## config.mk

```make
export PLATFORM = sky130hd
export DESIGN_NAME = issue_decode_flat
export DESIGN_NICKNAME = d
export VERILOG_FILES = /design/src/common/tsc_pkg.sv /design/src/common/pipe_if.sv /design/src/issue/issue_decode.sv /design/src/flat_wrapper.sv
export SDC_FILE = /design/constraint.sdc
export NUM_CORES = 1
export LEC_CHECK = 0
export BUFFER_PORTS_ARGS = -buffer_cell sky130_fd_sc_hd__clkbuf_2
export CAP_MARGIN = 20
export CORE_AREA = 2 2 120 122
export DETAILED_ROUTE_END_ITERATION = 8
export DIE_AREA = 0 0 122 124
export SLEW_MARGIN = 20
export SYNTH_ARGS = -nofsm -noshare
export SYNTH_HDL_FRONTEND = slang
export SYNTH_SLANG_ARGS = --single-unit
export TNS_END_PERCENT = 20
```

## constraint.sdc

```tcl
create_clock -name clk -period 1.54 [get_ports clk]
set_input_delay 0.231 -clock clk [delete_from_list [all_inputs] [get_ports clk]]
set_output_delay 0.231 -clock clk [all_outputs]
set_load 0.05 [all_outputs]
```

## src/common/tsc_pkg.sv

```systemverilog
package tsc_pkg;

    localparam int NUM_REGS   = 4;
    localparam int DMEM_DEPTH = 256;   // Address uses the low 8 bits.

    typedef logic [15:0] word_t;
    typedef logic [1:0]  reg_idx_t;

    typedef enum logic [3:0] {
        OP_ADI = 4'd4,
        OP_LHI = 4'd6,
        OP_LWD = 4'd7,
        OP_SWD = 4'd8,
        OP_ALU = 4'd15                 // R type.
    } opcode_t;

    typedef enum logic [5:0] {
        FN_ADD = 6'd0,
        FN_SUB = 6'd1,
        FN_AND = 6'd2,
        FN_ORR = 6'd3,
        FN_WWD = 6'd28,
        FN_HLT = 6'd29
    } func_t;

    typedef enum logic [2:0] {
        ALU_ADD,
        ALU_SUB,
        ALU_AND,
        ALU_OR,
        ALU_PASS_B,                    // LHI.
        ALU_PASS_A                     // WWD.
    } alu_op_t;

    typedef struct packed {
        opcode_t  opcode;
        reg_idx_t rs;
        reg_idx_t rt;
        reg_idx_t rd;
        func_t    func;
    } r_format_t;

    typedef struct packed {
        opcode_t    opcode;
        reg_idx_t   rs;
        reg_idx_t   rt;
        logic [7:0] imm;
    } i_format_t;

    typedef union packed {
        r_format_t r;
        i_format_t i;
    } instr_word_t;

endpackage
```

## src/common/pipe_if.sv

```systemverilog
`timescale 1ns/1ps

interface pipe_if
    import tsc_pkg::*;
();

    logic     valid;
    reg_idx_t rd;
    logic     reg_write;
    logic     mem_to_reg;
    logic     mem_read;
    logic     mem_write;
    logic     is_wwd;
    logic     is_halt;
    alu_op_t  alu_op;
    word_t    a;
    word_t    b;
    word_t    store_data;
    word_t    result;          // ALU result, or load data after memory.

    modport source (
        output valid, rd,
        output reg_write, mem_to_reg, mem_read, mem_write,
        output is_wwd, is_halt,
        output alu_op,
        output a, b, store_data,
        output result
    );

    modport sink (
        input valid, rd,
        input reg_write, mem_to_reg, mem_read, mem_write,
        input is_wwd, is_halt,
        input alu_op,
        input a, b, store_data,
        input result
    );

endinterface

```

## src/issue/issue_decode.sv

```systemverilog
`timescale 1ns/1ps

module issue_decode
    import tsc_pkg::*;
(
    input  logic        clk,
    input  logic        reset_n,
    input  logic        instr_valid,
    input  instr_word_t instr,
    input  logic        wb_en,
    input  reg_idx_t    wb_idx,
    input  word_t       wb_data,
    pipe_if.source      idex
);

    word_t    regs [NUM_REGS];
    logic     halt_seen;
    logic     accept;
    word_t    rs_val;
    word_t    rt_val;
    word_t    imm_sext;
    logic     dec_legal;
    reg_idx_t dec_rd;
    logic     dec_reg_write;
    logic     dec_mem_read;
    logic     dec_mem_write;
    logic     dec_is_wwd;
    logic     dec_is_halt;
    alu_op_t  dec_alu_op;
    word_t    dec_b;

    assign accept = instr_valid && !halt_seen;

    // Write-first bypass.
    assign rs_val = (wb_en && wb_idx == instr.r.rs) ? wb_data : regs[instr.r.rs];
    assign rt_val = (wb_en && wb_idx == instr.r.rt) ? wb_data : regs[instr.r.rt];

    assign imm_sext = {{8{instr.i.imm[7]}}, instr.i.imm};

    always_comb begin
        dec_legal     = 1'b1;
        dec_rd        = instr.i.rt;    // I type writes rt.
        dec_reg_write = 1'b0;
        dec_mem_read  = 1'b0;
        dec_mem_write = 1'b0;
        dec_is_wwd    = 1'b0;
        dec_is_halt   = 1'b0;
        dec_alu_op    = ALU_ADD;
        dec_b         = imm_sext;
        case (instr.r.opcode)
            OP_ALU: begin
                dec_rd = instr.r.rd;
                dec_b  = rt_val;
                case (instr.r.func)
                    FN_ADD: begin
                        dec_reg_write = 1'b1;
                        dec_alu_op    = ALU_ADD;
                    end
                    FN_SUB: begin
                        dec_reg_write = 1'b1;
                        dec_alu_op    = ALU_SUB;
                    end
                    FN_AND: begin
                        dec_reg_write = 1'b1;
                        dec_alu_op    = ALU_AND;
                    end
                    FN_ORR: begin
                        dec_reg_write = 1'b1;
                        dec_alu_op    = ALU_OR;
                    end
                    FN_WWD: begin
                        dec_is_wwd = 1'b1;
                        dec_alu_op = ALU_PASS_A;
                    end
                    FN_HLT: dec_is_halt = 1'b1;
                    default: dec_legal = 1'b0;
                endcase
            end
            OP_ADI: dec_reg_write = 1'b1;
            OP_LHI: begin
                dec_reg_write = 1'b1;
                dec_alu_op    = ALU_PASS_B;
                dec_b         = {instr.i.imm, 8'h00};
            end
            OP_LWD: begin
                dec_reg_write = 1'b1;
                dec_mem_read  = 1'b1;
            end
            OP_SWD: dec_mem_write = 1'b1;
            default: dec_legal = 1'b0;
        endcase
    end

    always_ff @(posedge clk) begin
        if (reset_n) begin
            for (int k = 0; k < NUM_REGS; k++) begin
                regs[k] <= '0;
            end
        end else if (wb_en) begin
            regs[wb_idx] <= wb_data;
        end
    end

    always_ff @(posedge clk) begin
        if (reset_n) begin
            halt_seen       <= 1'b0;
            idex.valid      <= 1'b0;
            idex.reg_write  <= 1'b0;
            idex.mem_to_reg <= 1'b0;
            idex.mem_read   <= 1'b0;
            idex.mem_write  <= 1'b0;
            idex.is_wwd     <= 1'b0;
            idex.is_halt    <= 1'b0;
            idex.alu_op     <= ALU_ADD;
        end else begin
            halt_seen       <= halt_seen || (accept && dec_legal && dec_is_halt);
            idex.valid      <= accept && dec_legal;
            idex.reg_write  <= dec_reg_write;
            idex.mem_to_reg <= dec_mem_read;
            idex.mem_read   <= dec_mem_read;
            idex.mem_write  <= dec_mem_write;
            idex.is_wwd     <= dec_is_wwd;
            idex.is_halt    <= dec_is_halt;
            idex.alu_op     <= dec_alu_op;
        end
    end

    always_ff @(posedge clk) begin
        idex.rd         <= dec_rd;
        idex.a          <= rs_val;
        idex.b          <= dec_b;
        idex.store_data <= rt_val;
    end

    assign idex.result = '0;           // Filled by execute.

    // Unknown words decode to no work at all.
    a_illegal_dropped: assert property (
        @(posedge clk) disable iff (reset_n)
        idex.valid |-> $onehot({idex.reg_write, idex.mem_write, idex.is_wwd, idex.is_halt})
    );

endmodule

```

## src/flat_wrapper.sv

```systemverilog
// flat-port wrapper written by rule: the top's interface ports become plain ports
module issue_decode_flat import tsc_pkg::*;
  (clk, reset_n, instr_valid, instr, wb_en, wb_idx, wb_data, idex_valid, idex_rd, idex_reg_write, idex_mem_to_reg, idex_mem_read, idex_mem_write, idex_is_wwd, idex_is_halt, idex_alu_op, idex_a, idex_b, idex_store_data, idex_result);
  pipe_if idex_i ();
  input  logic clk;
  input  logic reset_n;
  input  logic instr_valid;
  input  instr_word_t instr;
  input  logic wb_en;
  input  reg_idx_t wb_idx;
  input  word_t wb_data;
  output wire logic [$bits(idex_i.valid)-1:0] idex_valid;
  output wire logic [$bits(idex_i.rd)-1:0] idex_rd;
  output wire logic [$bits(idex_i.reg_write)-1:0] idex_reg_write;
  output wire logic [$bits(idex_i.mem_to_reg)-1:0] idex_mem_to_reg;
  output wire logic [$bits(idex_i.mem_read)-1:0] idex_mem_read;
  output wire logic [$bits(idex_i.mem_write)-1:0] idex_mem_write;
  output wire logic [$bits(idex_i.is_wwd)-1:0] idex_is_wwd;
  output wire logic [$bits(idex_i.is_halt)-1:0] idex_is_halt;
  output wire logic [$bits(idex_i.alu_op)-1:0] idex_alu_op;
  output wire logic [$bits(idex_i.a)-1:0] idex_a;
  output wire logic [$bits(idex_i.b)-1:0] idex_b;
  output wire logic [$bits(idex_i.store_data)-1:0] idex_store_data;
  output wire logic [$bits(idex_i.result)-1:0] idex_result;
  assign idex_valid = idex_i.valid;
  assign idex_rd = idex_i.rd;
  assign idex_reg_write = idex_i.reg_write;
  assign idex_mem_to_reg = idex_i.mem_to_reg;
  assign idex_mem_read = idex_i.mem_read;
  assign idex_mem_write = idex_i.mem_write;
  assign idex_is_wwd = idex_i.is_wwd;
  assign idex_is_halt = idex_i.is_halt;
  assign idex_alu_op = idex_i.alu_op;
  assign idex_a = idex_i.a;
  assign idex_b = idex_i.b;
  assign idex_store_data = idex_i.store_data;
  assign idex_result = idex_i.result;
  issue_decode u_core (.clk(clk), .reset_n(reset_n), .instr_valid(instr_valid), .instr(instr), .wb_en(wb_en), .wb_idx(wb_idx), .wb_data(wb_data), .idex(idex_i));
endmodule
```

==> run summary, run 1 <==
• **area share of the largest cell type after synthesis** 35.20%
• **arrival time worst endpoint** 1840 ps
• **Gate power share** 18.3%
• **post-synthesis async set-or-reset flop share** 0%
• **total power per unit cell area** 1386 nW/um2
• **fraction of power spent switching nets** 29.10%
• **top library cells by usage in the layout, fill and taps aside** clkbuf_2 (97), and2_1 (64), edfxtp_1 (64)
• **sequential cell area** 3123 um2
• **mean routed wirelength per cell** 19.06 um
• **cell types with the largest area share after synthesis** edfxtp_1 (35%), dfxtp_1 (22%), mux4_2 (13%)
• **standard cell area after detailed placement** 6324 um2
• **result of the run** completed
• **Static Leakage** 0.002868 uW
• **clock transition at the registers of the reported paths** 60 ps
• **area fraction in and, or, nand and nor cells after synthesis** 11.76%
• **vias in the first global route** 3549
• **layout cells sized above 1** 45.09%
• **Critical Path RT** 1840 ps
• **prevailing post-synth register cell** edfxtp_1
• **row count** 43
• **post-synthesis sequential element count** 124
• **number of standard cells after synthesis** 378
• **switching power** 2787 uW
• **number of buffers between clock root and the deepest sink** 2
• **HPWL Detailed** 9273 um
• **Final nets** 544
• **Post-Synth Adder-Cell Area** 0%
• **number of cells in the finished layout apart from fillers** 699
• **max capacitance violation total** 0
• **core outline area** 13720 um2
• **clock network fraction of design power** 41.0%
• **number of vias per cell** 5.122
• **buffers inserted by post-CTS timing repair** 0
• **final total negative setup slack** 0 ps
• **initial standard-cell utilization of the core** 39.80%
• **multi-input logic area** 2125 um2
• **final critical-path required period** 1537 ps
• **Die Y** 124 um
• **multiplexer share of the synthesized area** 20.69%
• **VDD IR max** 0.0008193 V
• **Post-synth EDFFs** 64
• **overall via count from detail_route** 3580
• **fraction of the cycle the final worst path needs** 99.81%
• **Setup Slack @ Placement** -214.6 ps
• **largest net degree at the start of global routing** 17
• **Post-CTS Hold Fix Bufs** 0
• **number of antenna violations at the first check in global routing** 1
• **worst hold path class** in2reg
• **Inserted Clock Buffers** 17
• **most common cell after layout, fill and taps aside** clkbuf_2
• **slew margin rel.** 60.58%
• **cell total after placement** 667
• **Fill cells** 1182
• **portion of the post-synthesis area used by sequential elements** 57.20%
• **number of different library cells in the post-synthesis netlist** 38
• **largest register by flop count** u_core.regs
• **fmax** 650.6 MHz
• **hold slack final** 106.5 ps
• **Remaining Overflow, GRT** 0
• **Compound-Gate Fraction of Synth Area** 4.652%
• **synthesized-area fraction occupied by xor and xnor cells** 0.6416%
• **Clock Sink Count** 124
• **clock latency reported for the late side of the worst-skew pair** 410 ps
• **endpoints failing hold** 0
• **area growth from synthesis to layout** 26.56%
• **synthesized area per cell** 14.45 um2
• **IO Port Bufs** 97
• **TritonCTS clock tree** done
• **antenna violation net count after detailed routing** 0
• **Remaining DRCs** 0
• **overall global routing resource usage** 18.48%
• **Crit Path Max Fanout** 2
• **CTS Root Buffer Type** clkbuf_16
• **category of the worst setup path launch point** flip-flop
• **count of pins over their slew limit** 0
• **Crit. End Element** flip-flop
• **drt first pass iters** 4
• **final critical-path setup slack** 2.957 ps
• **DRT iter0 DRCs** 374
• **Die Span X** 122 um
• **clock skew after layout** 7.973 ps
• **register share of total power** 40.7%
• **Post-Synthesis Cell Area** 5460 um2
• **synth warn** 0
• **Critical Setup Path Class** reg2reg
• **total number of H-tree levels** 4
• **antenna cells** 0
• **cell accounting for the most synthesized area** edfxtp_1
• **wirelength, routed** 13320 um
• **Tightest Pin Transition** 590.1 ps
• **die outline area** 15130 um2
• **routability cong.** 0.8731
• **number of flip-flops in the largest register** 64
• **Ports** 114
• **unrepaired setup endpoints after global routing** yes
• **largest family of logic cells by synthesized area** multiplexers
• **cell internal power dissipation** 6791 uW
• **global-route wire length before repair** 19990 um
• **total setup violations reported at the end of the flow** 0
• **final design area excluding fillers** 6910 um2
critical path, stage by stage, from the launching register on:
cell and delay [ps]:
edfxtp_1 410, mux4_2 460, mux2_4 300, mux2_2 260
synthesized netlist by cell type (3+ instances only):
library cell	instances
edfxtp_1	64
dfxtp_1	60
a311o_1	7
buf_4	18
nand2_1	14
a22o_1	8
mux2_2	23
nor2_1	5
buf_6	3
xnor2_1	4
a21oi_1	3
nand3_1	4
or2_2	3
buf_2	6
nor3_1	8
a21o_1	8
and3_1	3
clkbuf_1	10
and2_1	64
mux4_2	32
mux2_4	10
layout make-up:
type / instances / area share (%)
well taps: 180 / 3.259
inverters: 3 / 0.1630
clock inverters: 15 / 2.281
flip-flops and latches: 124 / 45.19
clock buffers: 17 / 6.156
multi-input cells: 227 / 30.74
repair buffers: 133 / 12.20
power groups by stage:
stage | combinational (uW) | clock (uW) | sequential [uW]
final | 1750 | 3930 | 3900
after global routing | 1840 | 4170 | 3920
after CTS | 1760 | 3990 | 3900
after detailed placement | 1750 | 0 | 3960
after global placement | 1740 | 0 | 3950
after floorplan | 691 | 0 | 4540
timing repair:
item / CTS / global route
endpoints found under the setup margin: 1 / 1
hold endpoints to repair: 0 / 0
gates resized for setup: 1 / 0
cell families after synthesis:
| kind of cell | after synthesis |
|---|---|
| AO/OA/AOI/OAI | 31 |
| XOR/XNOR | 4 |
| buffers and inverters | 42 |
| flip-flops | 124 |
| multiplexers | 65 |
| other | 1 |
| AND/OR/NAND/NOR | 111 |
worst paths after layout:
path,startpoint,endpoint,slack [ps],cells past startpoint
max,u_core.regs[0][15]$_SDFFCE_PN0P_,u_core.idex.b[15]$_DFF_P_,3,3
min,instr_valid,u_core.idex.valid$_SDFF_PP0_,110,2
max reg2reg,u_core.regs[0][15]$_SDFFCE_PN0P_,u_core.idex.b[15]$_DFF_P_,3,3
min reg2reg,u_core.halt_seen$_SDFF_PP0_,u_core.idex.valid$_SDFF_PP0_,440,1
per-layer routing:
metal / track usage, % / share of wire, % / up-vias / wire [um]
met2: 29.19 / 48 / 164 / 6411
li1: - / - / 1635 / -
met1: 24.02 / 42 / 1758 / 5655
met5: 0 / 0.12 / - / 16
met4: 6.609 / 1.5 / 2 / 203
met3: 5.907 / 7.8 / 21 / 1037
through the flow:
stage               util, %  power (uW)
floorplan                 -        5230
global placement      46.09        5694
detailed placement    46.09        5717
CTS                   50.37        9652
global route          50.37        9925
finish                50.37        9578
No activity file was read; power rests on OpenSTA's default activity.
==> inputs of run 2 (changes only) <==
--- a/config.mk
+++ b/config.mk
@@ -5,11 +5,12 @@
 export SDC_FILE = /design/constraint.sdc
 export NUM_CORES = 1
 export LEC_CHECK = 0
+export ABC_AREA = 1
 export BUFFER_PORTS_ARGS = -buffer_cell sky130_fd_sc_hd__clkbuf_2
 export CAP_MARGIN = 20
-export CORE_AREA = 2 2 120 122
+export CORE_AREA = 2 2 124 126
 export DETAILED_ROUTE_END_ITERATION = 8
-export DIE_AREA = 0 0 122 124
+export DIE_AREA = 0 0 126 128
 export SLEW_MARGIN = 20
 export SYNTH_ARGS = -nofsm -noshare
 export SYNTH_HDL_FRONTEND = slang
==> run 2 against run 1 <==
Net effect:
- total power grew 3.9%
- largest power group unchanged
- routed wire length grew 22%
- cell count increased by 50%
- global-route usage rose by 1.9 points
- critical path type is now reg2out
- core utilization is 1.7 points lower
- critical path depth fell by 2
- clock-buffer cell count rose by 7
- highest routed layer is now met4
==> run summary, run 2 <==
• **max capacitance violation total** 0, unchanged
• **Die Span X** 126 um, was 122 um
• **cell types with the largest area share after synthesis** edfxtp_1 (33%), dfxtp_1 (21%), nand2_1 (14%), was edfxtp_1 (35%), dfxtp_1 (22%), mux4_2 (13%)
• **result of the run** completed, unchanged
• **antenna violation net count after detailed routing** 0, unchanged
• **final critical-path required period** 1270 ps, was 1537 ps
• **wirelength, routed** 16260 um, was 13320 um
• **layout cells sized above 1** 21.37%, was 45.09%
• **Critical Path RT** 1310 ps, was 1840 ps
• **cell total after placement** 1017, was 667
• **mean routed wirelength per cell** 15.50 um, was 19.06 um
• **clock transition at the registers of the reported paths** 60 ps, about the same
• **fmax** 787.3 MHz, was 650.6 MHz
• **fraction of the cycle the final worst path needs** 82.48%, was 99.81%
• **prevailing post-synth register cell** edfxtp_1, unchanged
• **total number of H-tree levels** 4, unchanged
• **most common cell after layout, fill and taps aside** nand2_1, was clkbuf_2
• **total power per unit cell area** 1377 nW/um2, was 1386 nW/um2
• **hold slack final** 32.30 ps, was 106.5 ps
• **TritonCTS clock tree** done, unchanged
• **die outline area** 16130 um2, was 15130 um2
• **post-synthesis async set-or-reset flop share** 0%, unchanged
• **Post-synth EDFFs** 64, unchanged
• **synth warn** 0, unchanged
• **buffers inserted by post-CTS timing repair** 0, unchanged
• **endpoint of the worst register-to-register path** u_core.idex.b[7]$_DFF_P_, was u_core.idex.b[15]$_DFF_P_
• **number of buffers between clock root and the deepest sink** 2, unchanged
• **initial standard-cell utilization of the core** 39.00%, was 39.80%
• **Remaining Overflow, GRT** 0, unchanged
• **antenna cells** 0, unchanged
• **most instantiated cells after synthesis** nand2_1 (213), inv_1 (98), nor2_1 (74), edfxtp_1 (64), dfxtp_1 (60), was and2_1 (64), edfxtp_1 (64), dfxtp_1 (60), mux4_2 (32), mux2_2 (23)
• **overall global routing resource usage** 20.34%, was 18.48%
• **Ports** 114, unchanged
• **cell with the biggest individual delay on the critical path** dfxtp_1, was mux4_2
• **count of cells along the worst hold path** 3, was 2
• **category of the worst setup path launch point** flip-flop, unchanged
• **Critical Setup Path Class** reg2out, was reg2reg
• **largest net degree at the start of global routing** 33, was 17
• **overall via count from detail_route** 5078, was 3580
• **standard cell area after detailed placement** 6564 um2, was 6324 um2
• **start of the worst register-to-register path** u_core.regs[0][7]$_SDFFCE_PN0P_, was u_core.regs[0][15]$_SDFFCE_PN0P_
• **count of pins over their slew limit** 0, unchanged
• **area share of the largest cell type after synthesis** 33.15%, was 35.20%
• **Post-Synthesis Cell Area** 5797 um2, was 5460 um2
• **worst hold path class** in2reg, unchanged
• **synthesized area per cell** 7.887 um2, was 14.45 um2
• **endpoint of the worst hold-timing path** u_core.idex.valid$_SDFF_PP0_, unchanged
• **Worst path top cell family by delay** flip-flops, was multiplexers
• **most instantiated library cell after synthesis** nand2_1
• **Tightest Pin Transition** 598.1 ps, was 590.1 ps
• **largest stage delay on the critical path** 340 ps, was 460 ps
• **arrival time worst endpoint** 1040 ps, was 1840 ps
• **Die Y** 128 um, was 124 um
• **Remaining DRCs** 0, unchanged
• **post-synthesis sequential element count** 124, unchanged
• **row count** 45, was 43
• **top library cells by usage in the layout, fill and taps aside** nand2_1 (210), inv_1 (98), clkbuf_2 (97), was clkbuf_2 (97), and2_1 (64), edfxtp_1 (64)
• **VDD IR max** 0.0007730 V, was 0.0008193 V
• **total setup violations reported at the end of the flow** 0, unchanged
• **IO Port Bufs** 97, unchanged
• **global-route wire length before repair** 24580 um, was 19990 um
• **DRT iter0 DRCs** 324, was 374
• **clock latency reported for the late side of the worst-skew pair** 420 ps, was 410 ps
• **Inserted Clock Buffers** 17, unchanged
• **final design area excluding fillers** 7227 um2, was 6910 um2
• **multi-input logic area** 2053 um2, was 2125 um2
• **slew margin rel.** 60.13%, was 60.58%
• **Crit. End Element** output port, was flip-flop
• **number of cells upsized or downsized after cts** 0, was 1
• **CTS Root Buffer Type** clkbuf_16, unchanged
• **Crit Path Max Fanout** 1, was 2
• **Static Leakage** 0.003655 uW, was 0.002868 uW
• **sequential cell area** 3123 um2, unchanged
• **total buffers and inverters traversed by the critical path** 1, was 0
• **number of standard cells after synthesis** 735, was 378
• **drt first pass iters** 5, was 4
• **Post-CTS Hold Fix Bufs** 0, unchanged
• **cells on worst reg2reg path** 8, was 3
• **number of vias per cell** 4.841, was 5.122
• **critical-path cell list** clkbuf_2, was mux4_2, mux2_4, mux2_2
• **Clock Sink Count** 124, unchanged
• **routability cong.** 0.8511, was 0.8731
• **Fill cells** 1472, was 1182
• **logic depth of the worst setup path including buffers** 1, was 3
• **HPWL Detailed** 11280 um, was 9273 um
• **endpoints failing hold** 0, unchanged
• **unrepaired setup endpoints after global routing** no, was yes
• **clock skew after layout** 6.178 ps, was 7.973 ps
• **core outline area** 14860 um2, was 13720 um2
• **final total negative setup slack** 0 ps, unchanged
• **reg2reg setup slack** 470 ps, was 3 ps
• **number of cells in the finished layout apart from fillers** 1049, was 699
• **share of the core filled with cells in the final layout** 48.62%, was 50.37%
• **startpoint of the most critical hold path** instr_valid, unchanged
• **vias in the first global route** 4626, was 3549
• **number of flip-flops in the largest register** 64, unchanged
• **largest register by flop count** u_core.regs, unchanged
• **area growth from synthesis to layout** 24.67%, was 26.56%
• **portion of the post-synthesis area used by sequential elements** 53.87%, was 57.20%
• **Final nets** 886, was 544
• **number of different library cells in the post-synthesis netlist** 27, was 38
• **number of antenna violations at the first check in global routing** 0, was 1
• **cell accounting for the most synthesized area** edfxtp_1, unchanged
[run 2: cell count changes after synthesis, sizes merged, moves of 11 or more]
cell   before  now
nand2      14  217
inv         2  105
nor2        5   80
and2       64    0
o21ai       0   55
nand3       4   56
a21oi       3   37
mux2       33    0
mux4       32    0
buf        28   39
[run 2: worst max path at each step]
stage,from,slack [ps],to
2_1_floorplan,reset_n,-20,u_core.regs[1][0]$_SDFFCE_PN0P_
3_3_place_gp,instr[8],120,u_core.idex.b[7]$_DFF_P_
4_1_cts,u_core.idex.rd[1]$_DFF_P_,250,idex_rd[1]
5_1_grt,u_core.idex.b[3]$_DFF_P_,250,idex_b[3]
3_5_place_dp,instr[8],110,u_core.idex.b[7]$_DFF_P_
6_report,u_core.idex.rd[1]$_DFF_P_,270,idex_rd[1]
[run 2: per-layer routing]
layer	GRT usage, %	share of wire (%)
met1	25.33	41
met2	33.68	49
met3	4.800	7.1
met4	9.308	3.0
met5	0	0
[run 2: cells by family (layout without fill, tap and decap cells)]
logic type             count (synthesis)  in the layout  share of synthesized area [%]
AO/OA/AOI/OAI                         94             94                          8.202
XOR/XNOR                               1              1                         0.4749
buffers and inverters                156            267                          12.00
flip-flops                           124            124                          53.87
other                                  1             16                        0.06469
AND/OR/NAND/NOR                      359            359                          25.38
[run 2: through the flow]
step	setup slack, ps	total power [uW]
after global placement	121.7	5669
after global routing	247.7	10320
after CTS	253.0	10020
after floorplan	-18.35	5198
final	269.8	9953
after detailed placement	110.1	5676
[run 2: cell type report]
class | count | area share [%]
timing repair buffer | 130 | 10.49
multi-input combinational | 470 | 28.41
clock inverter | 8 | 1.160
sequential | 124 | 43.21
inverter | 105 | 5.454
clock buffer | 24 | 8.016
tap | 188 | 3.255
[run 2: power breakdown]
group / leakage (uW) / switching (uW) / internal, uW
registers: 0.00112 / 86.9 / 3770
logic: 0.00220 / 1340 / 410
clock network: 0.000329 / 1530 / 2810
total: 0.00366 / 2960 / 6990
==> inputs of run 3 (changes only) <==
==> constraint.sdc (replaced) <==
create_clock -name clk -period 1.1 [get_ports clk]
set_input_delay 0.165 -clock clk [delete_from_list [all_inputs] [get_ports clk]]
set_output_delay 0.165 -clock clk [all_outputs]
set_load 0.05 [all_outputs]
==> run 3 against run 2 <==
Net effect:
- the flow now finishes with violations (negative setup slack)
- hold slack got worse by 4.3 ps
- core utilization grew 6.1 points
- final area grew 13%
- clock power grew 16%
- clock-buffer cell count fell by 6
- critical path depth did not move
- sequential share of layout area fell by 4.1 points
- largest cell class unchanged
- largest power group is now sequential cells
- highest routed layer unchanged
==> run summary, run 3 (same netlist as run 2, synthesis figures left out) <==
• **total power per unit cell area** 1669 nW/um2, was 1377 nW/um2
• **Remaining Overflow, GRT** 0, unchanged
• **TritonCTS clock tree** done, unchanged
• **total number of H-tree levels** 4, unchanged
• **Critical Setup Path Class** reg2out, unchanged
• **routability cong.** 0.8547, was 0.8511
• **clock latency reported for the late side of the worst-skew pair** 420 ps, about the same
• **antenna violation net count after detailed routing** 0, unchanged
• **die outline area** 16130 um2, unchanged
• **drt first pass iters** 5, unchanged
• **core outline area** 14860 um2, unchanged
• **most common cell after layout, fill and taps aside** nand2_1, unchanged
• **count of pins over their slew limit** 0, unchanged
• **largest net degree at the start of global routing** 33, unchanged
• **total setup violations reported at the end of the flow** 2, was 0
• **overall global routing resource usage** 21.77%, was 20.34%
• **row count** 45, unchanged
• **HPWL Detailed** 11610 um, was 11280 um
• **category of the worst setup path launch point** flip-flop, unchanged
• **critical-path cell list** buf_8, was clkbuf_2
• **max capacitance violation total** 0, unchanged
• **fmax** 904.7 MHz
• **Overall Power** 13580 uW, was 9953 uW
• **final critical-path required period** 1105 ps
• **arrival time worst endpoint** 940 ps, was 1040 ps
• **final total negative setup slack** -5.827 ps, was 0 ps
• **antenna cells** 0, unchanged
• **wirelength, routed** 17110 um, was 16260 um
• **number of antenna violations at the first check in global routing** 0, unchanged
• **area growth from synthesis to layout** 40.38%, was 24.67%
• **endpoints failing hold** 0, unchanged
• **largest stage delay on the critical path** 370 ps, was 340 ps
• **fraction of the cycle the final worst path needs** 100.5%
• **largest register by flop count** u_core.regs, unchanged
• **logic depth of the worst setup path including buffers** 1, unchanged
• **top library cells by usage in the layout, fill and taps aside** nand2_1 (193), inv_1 (89), nor2_1 (73), was nand2_1 (210), inv_1 (98), clkbuf_2 (97)
• **initial standard-cell utilization of the core** 39.00%, unchanged
• **Crit Path Max Fanout** 2, was 1
• **clock skew after layout** 4.081 ps, was 6.178 ps
• **CTS Root Buffer Type** clkbuf_16, unchanged
• **Fill cells** 1359, was 1472
• **VDD IR max** 0.001751 V, was 0.0007730 V
• **number of flip-flops in the largest register** 64, unchanged
• **unrepaired setup endpoints after global routing** yes, was no
• **number of vias per cell** 4.840, was 4.841
• **vias in the first global route** 5262, was 4626
• **Die Y** 128 um, unchanged
• **Crit. End Element** output port, unchanged
• **final critical-path setup slack** -5.381 ps, was 269.8 ps
• **cell with the biggest individual delay on the critical path** dfxtp_4, was dfxtp_1
• **number of buffers between clock root and the deepest sink** 2, unchanged
• **Final nets** 910, was 886
• **DRT iter0 DRCs** 432, was 324
• **Ports** 114, unchanged
• **Clock Sink Count** 124, unchanged
• **cells on worst reg2reg path** 8, unchanged
• **Worst path top cell family by delay** flip-flops, unchanged
• **worst hold path class** in2reg, unchanged
• **layout cells sized above 1** 31.64%, was 21.37%
• **failing checks** negative setup slack
• **Remaining DRCs** 0, unchanged
• **Die Span X** 126 um, unchanged
• **mean routed wirelength per cell** 15.94 um, was 15.50 um
• **Inserted Clock Buffers** 17, unchanged
• **count of cells along the worst hold path** 3, unchanged
• **hold slack final** 28.04 ps, was 32.30 ps
• **overall via count from detail_route** 5193, was 5078
• **result of the run** finished, violations left, was completed
• **clock transition at the registers of the reported paths** 60 ps, about the same
• **IO Port Bufs** 97, unchanged
• **Critical Path RT** 940 ps, was 1310 ps
• **global-route wire length before repair** 26820 um, was 24580 um
• **total buffers and inverters traversed by the critical path** 1, unchanged
• **Static Leakage** 0.003951 uW, was 0.003655 uW
-- run 3: cell count changes in the layout (fill, tap and decap cells not counted), sizes merged --
cell / before / now
buf: 33 / 98
bufinv: 1 / 0
clkbuf: 121 / 68
clkinv: 4 / 8
dlygate4sd3: 0 / 6
inv: 108 / 111
-- run 3: power breakdown --
part | switching [uW] | internal [uW]
Combinational | 1950 | 1090
Clock | 2100 | 2930
Sequential | 204 | 5310
Total | 4250 | 9330
-- run 3: what timing repair did --
action / 4_1_cts / 5_1_grt
setup endpoints to repair: 60 / 61
endpoints found under the hold margin: 9 / 0
setup buffers: 0 / 1
hold buffers: 6 / 0
pin swaps: 0 / 9
gates resized for setup: 141 / 104
-- run 3: area by class of cell --
cell class	count	area, um2	share of cell area, %
clock inverter	14	92.59	1.138
sequential	124	3181	39.08
inverter	105	396.6	4.874
timing repair buffer	154	1613	19.82
multi-input combinational	470	2181	26.80
clock buffer	18	439.2	5.397
tap	188	235.2	2.891
-- run 3: metrics by stage --
stage / area [um2] / utilization, % / setup slack (ps) / cells
2_1_floorplan: 5946 / - / -150.3 / 750
3_3_place_gp: 6819 / 45.88 / -183.6 / 1035
3_5_place_dp: 6819 / 45.88 / -185.6 / 1035
4_1_cts: 7973 / 53.64 / -12.84 / 1073
5_1_grt: 8138 / 54.75 / -32.72 / 1073
6_report: 8138 / 54.75 / -5.381 / 1073
-- run 3: path summary, 6_finish.rpt --
path	startpoint	endpoint	slack, ps
worst min-delay path	wb_data[8]	u_core.idex.store_data[8]$_DFF_P_	30
worst max register to register	u_core.regs[2][1]$_SDFFCE_PN0P_	u_core.idex.b[1]$_DFF_P_	80
worst max-delay path	u_core.idex.mem_to_reg$_SDFF_PP0_	idex_mem_read	-5
worst min register to register	u_core.halt_seen$_SDFF_PP0_	u_core.halt_seen$_SDFF_PP0_	450
-- run 3: worst reg2reg max path: stages (launching register included) --
cell and delay [ps]:
edfxtp_1 370, inv_2 70, nand2_1 50, nand3_1 80, nand2_1 60, nand2_1 80
nand2_2 90, nand2_2 70, nand2_1 40
-- run 3: per-layer routing --
layer	up-vias	part of all wire (%)	track usage, %
met5	-	0	0
met4	0	2.6	8.209
met3	37	5.0	4.967
met2	172	49	36.31
met1	2432	44	27.74
li1	2552	-	-
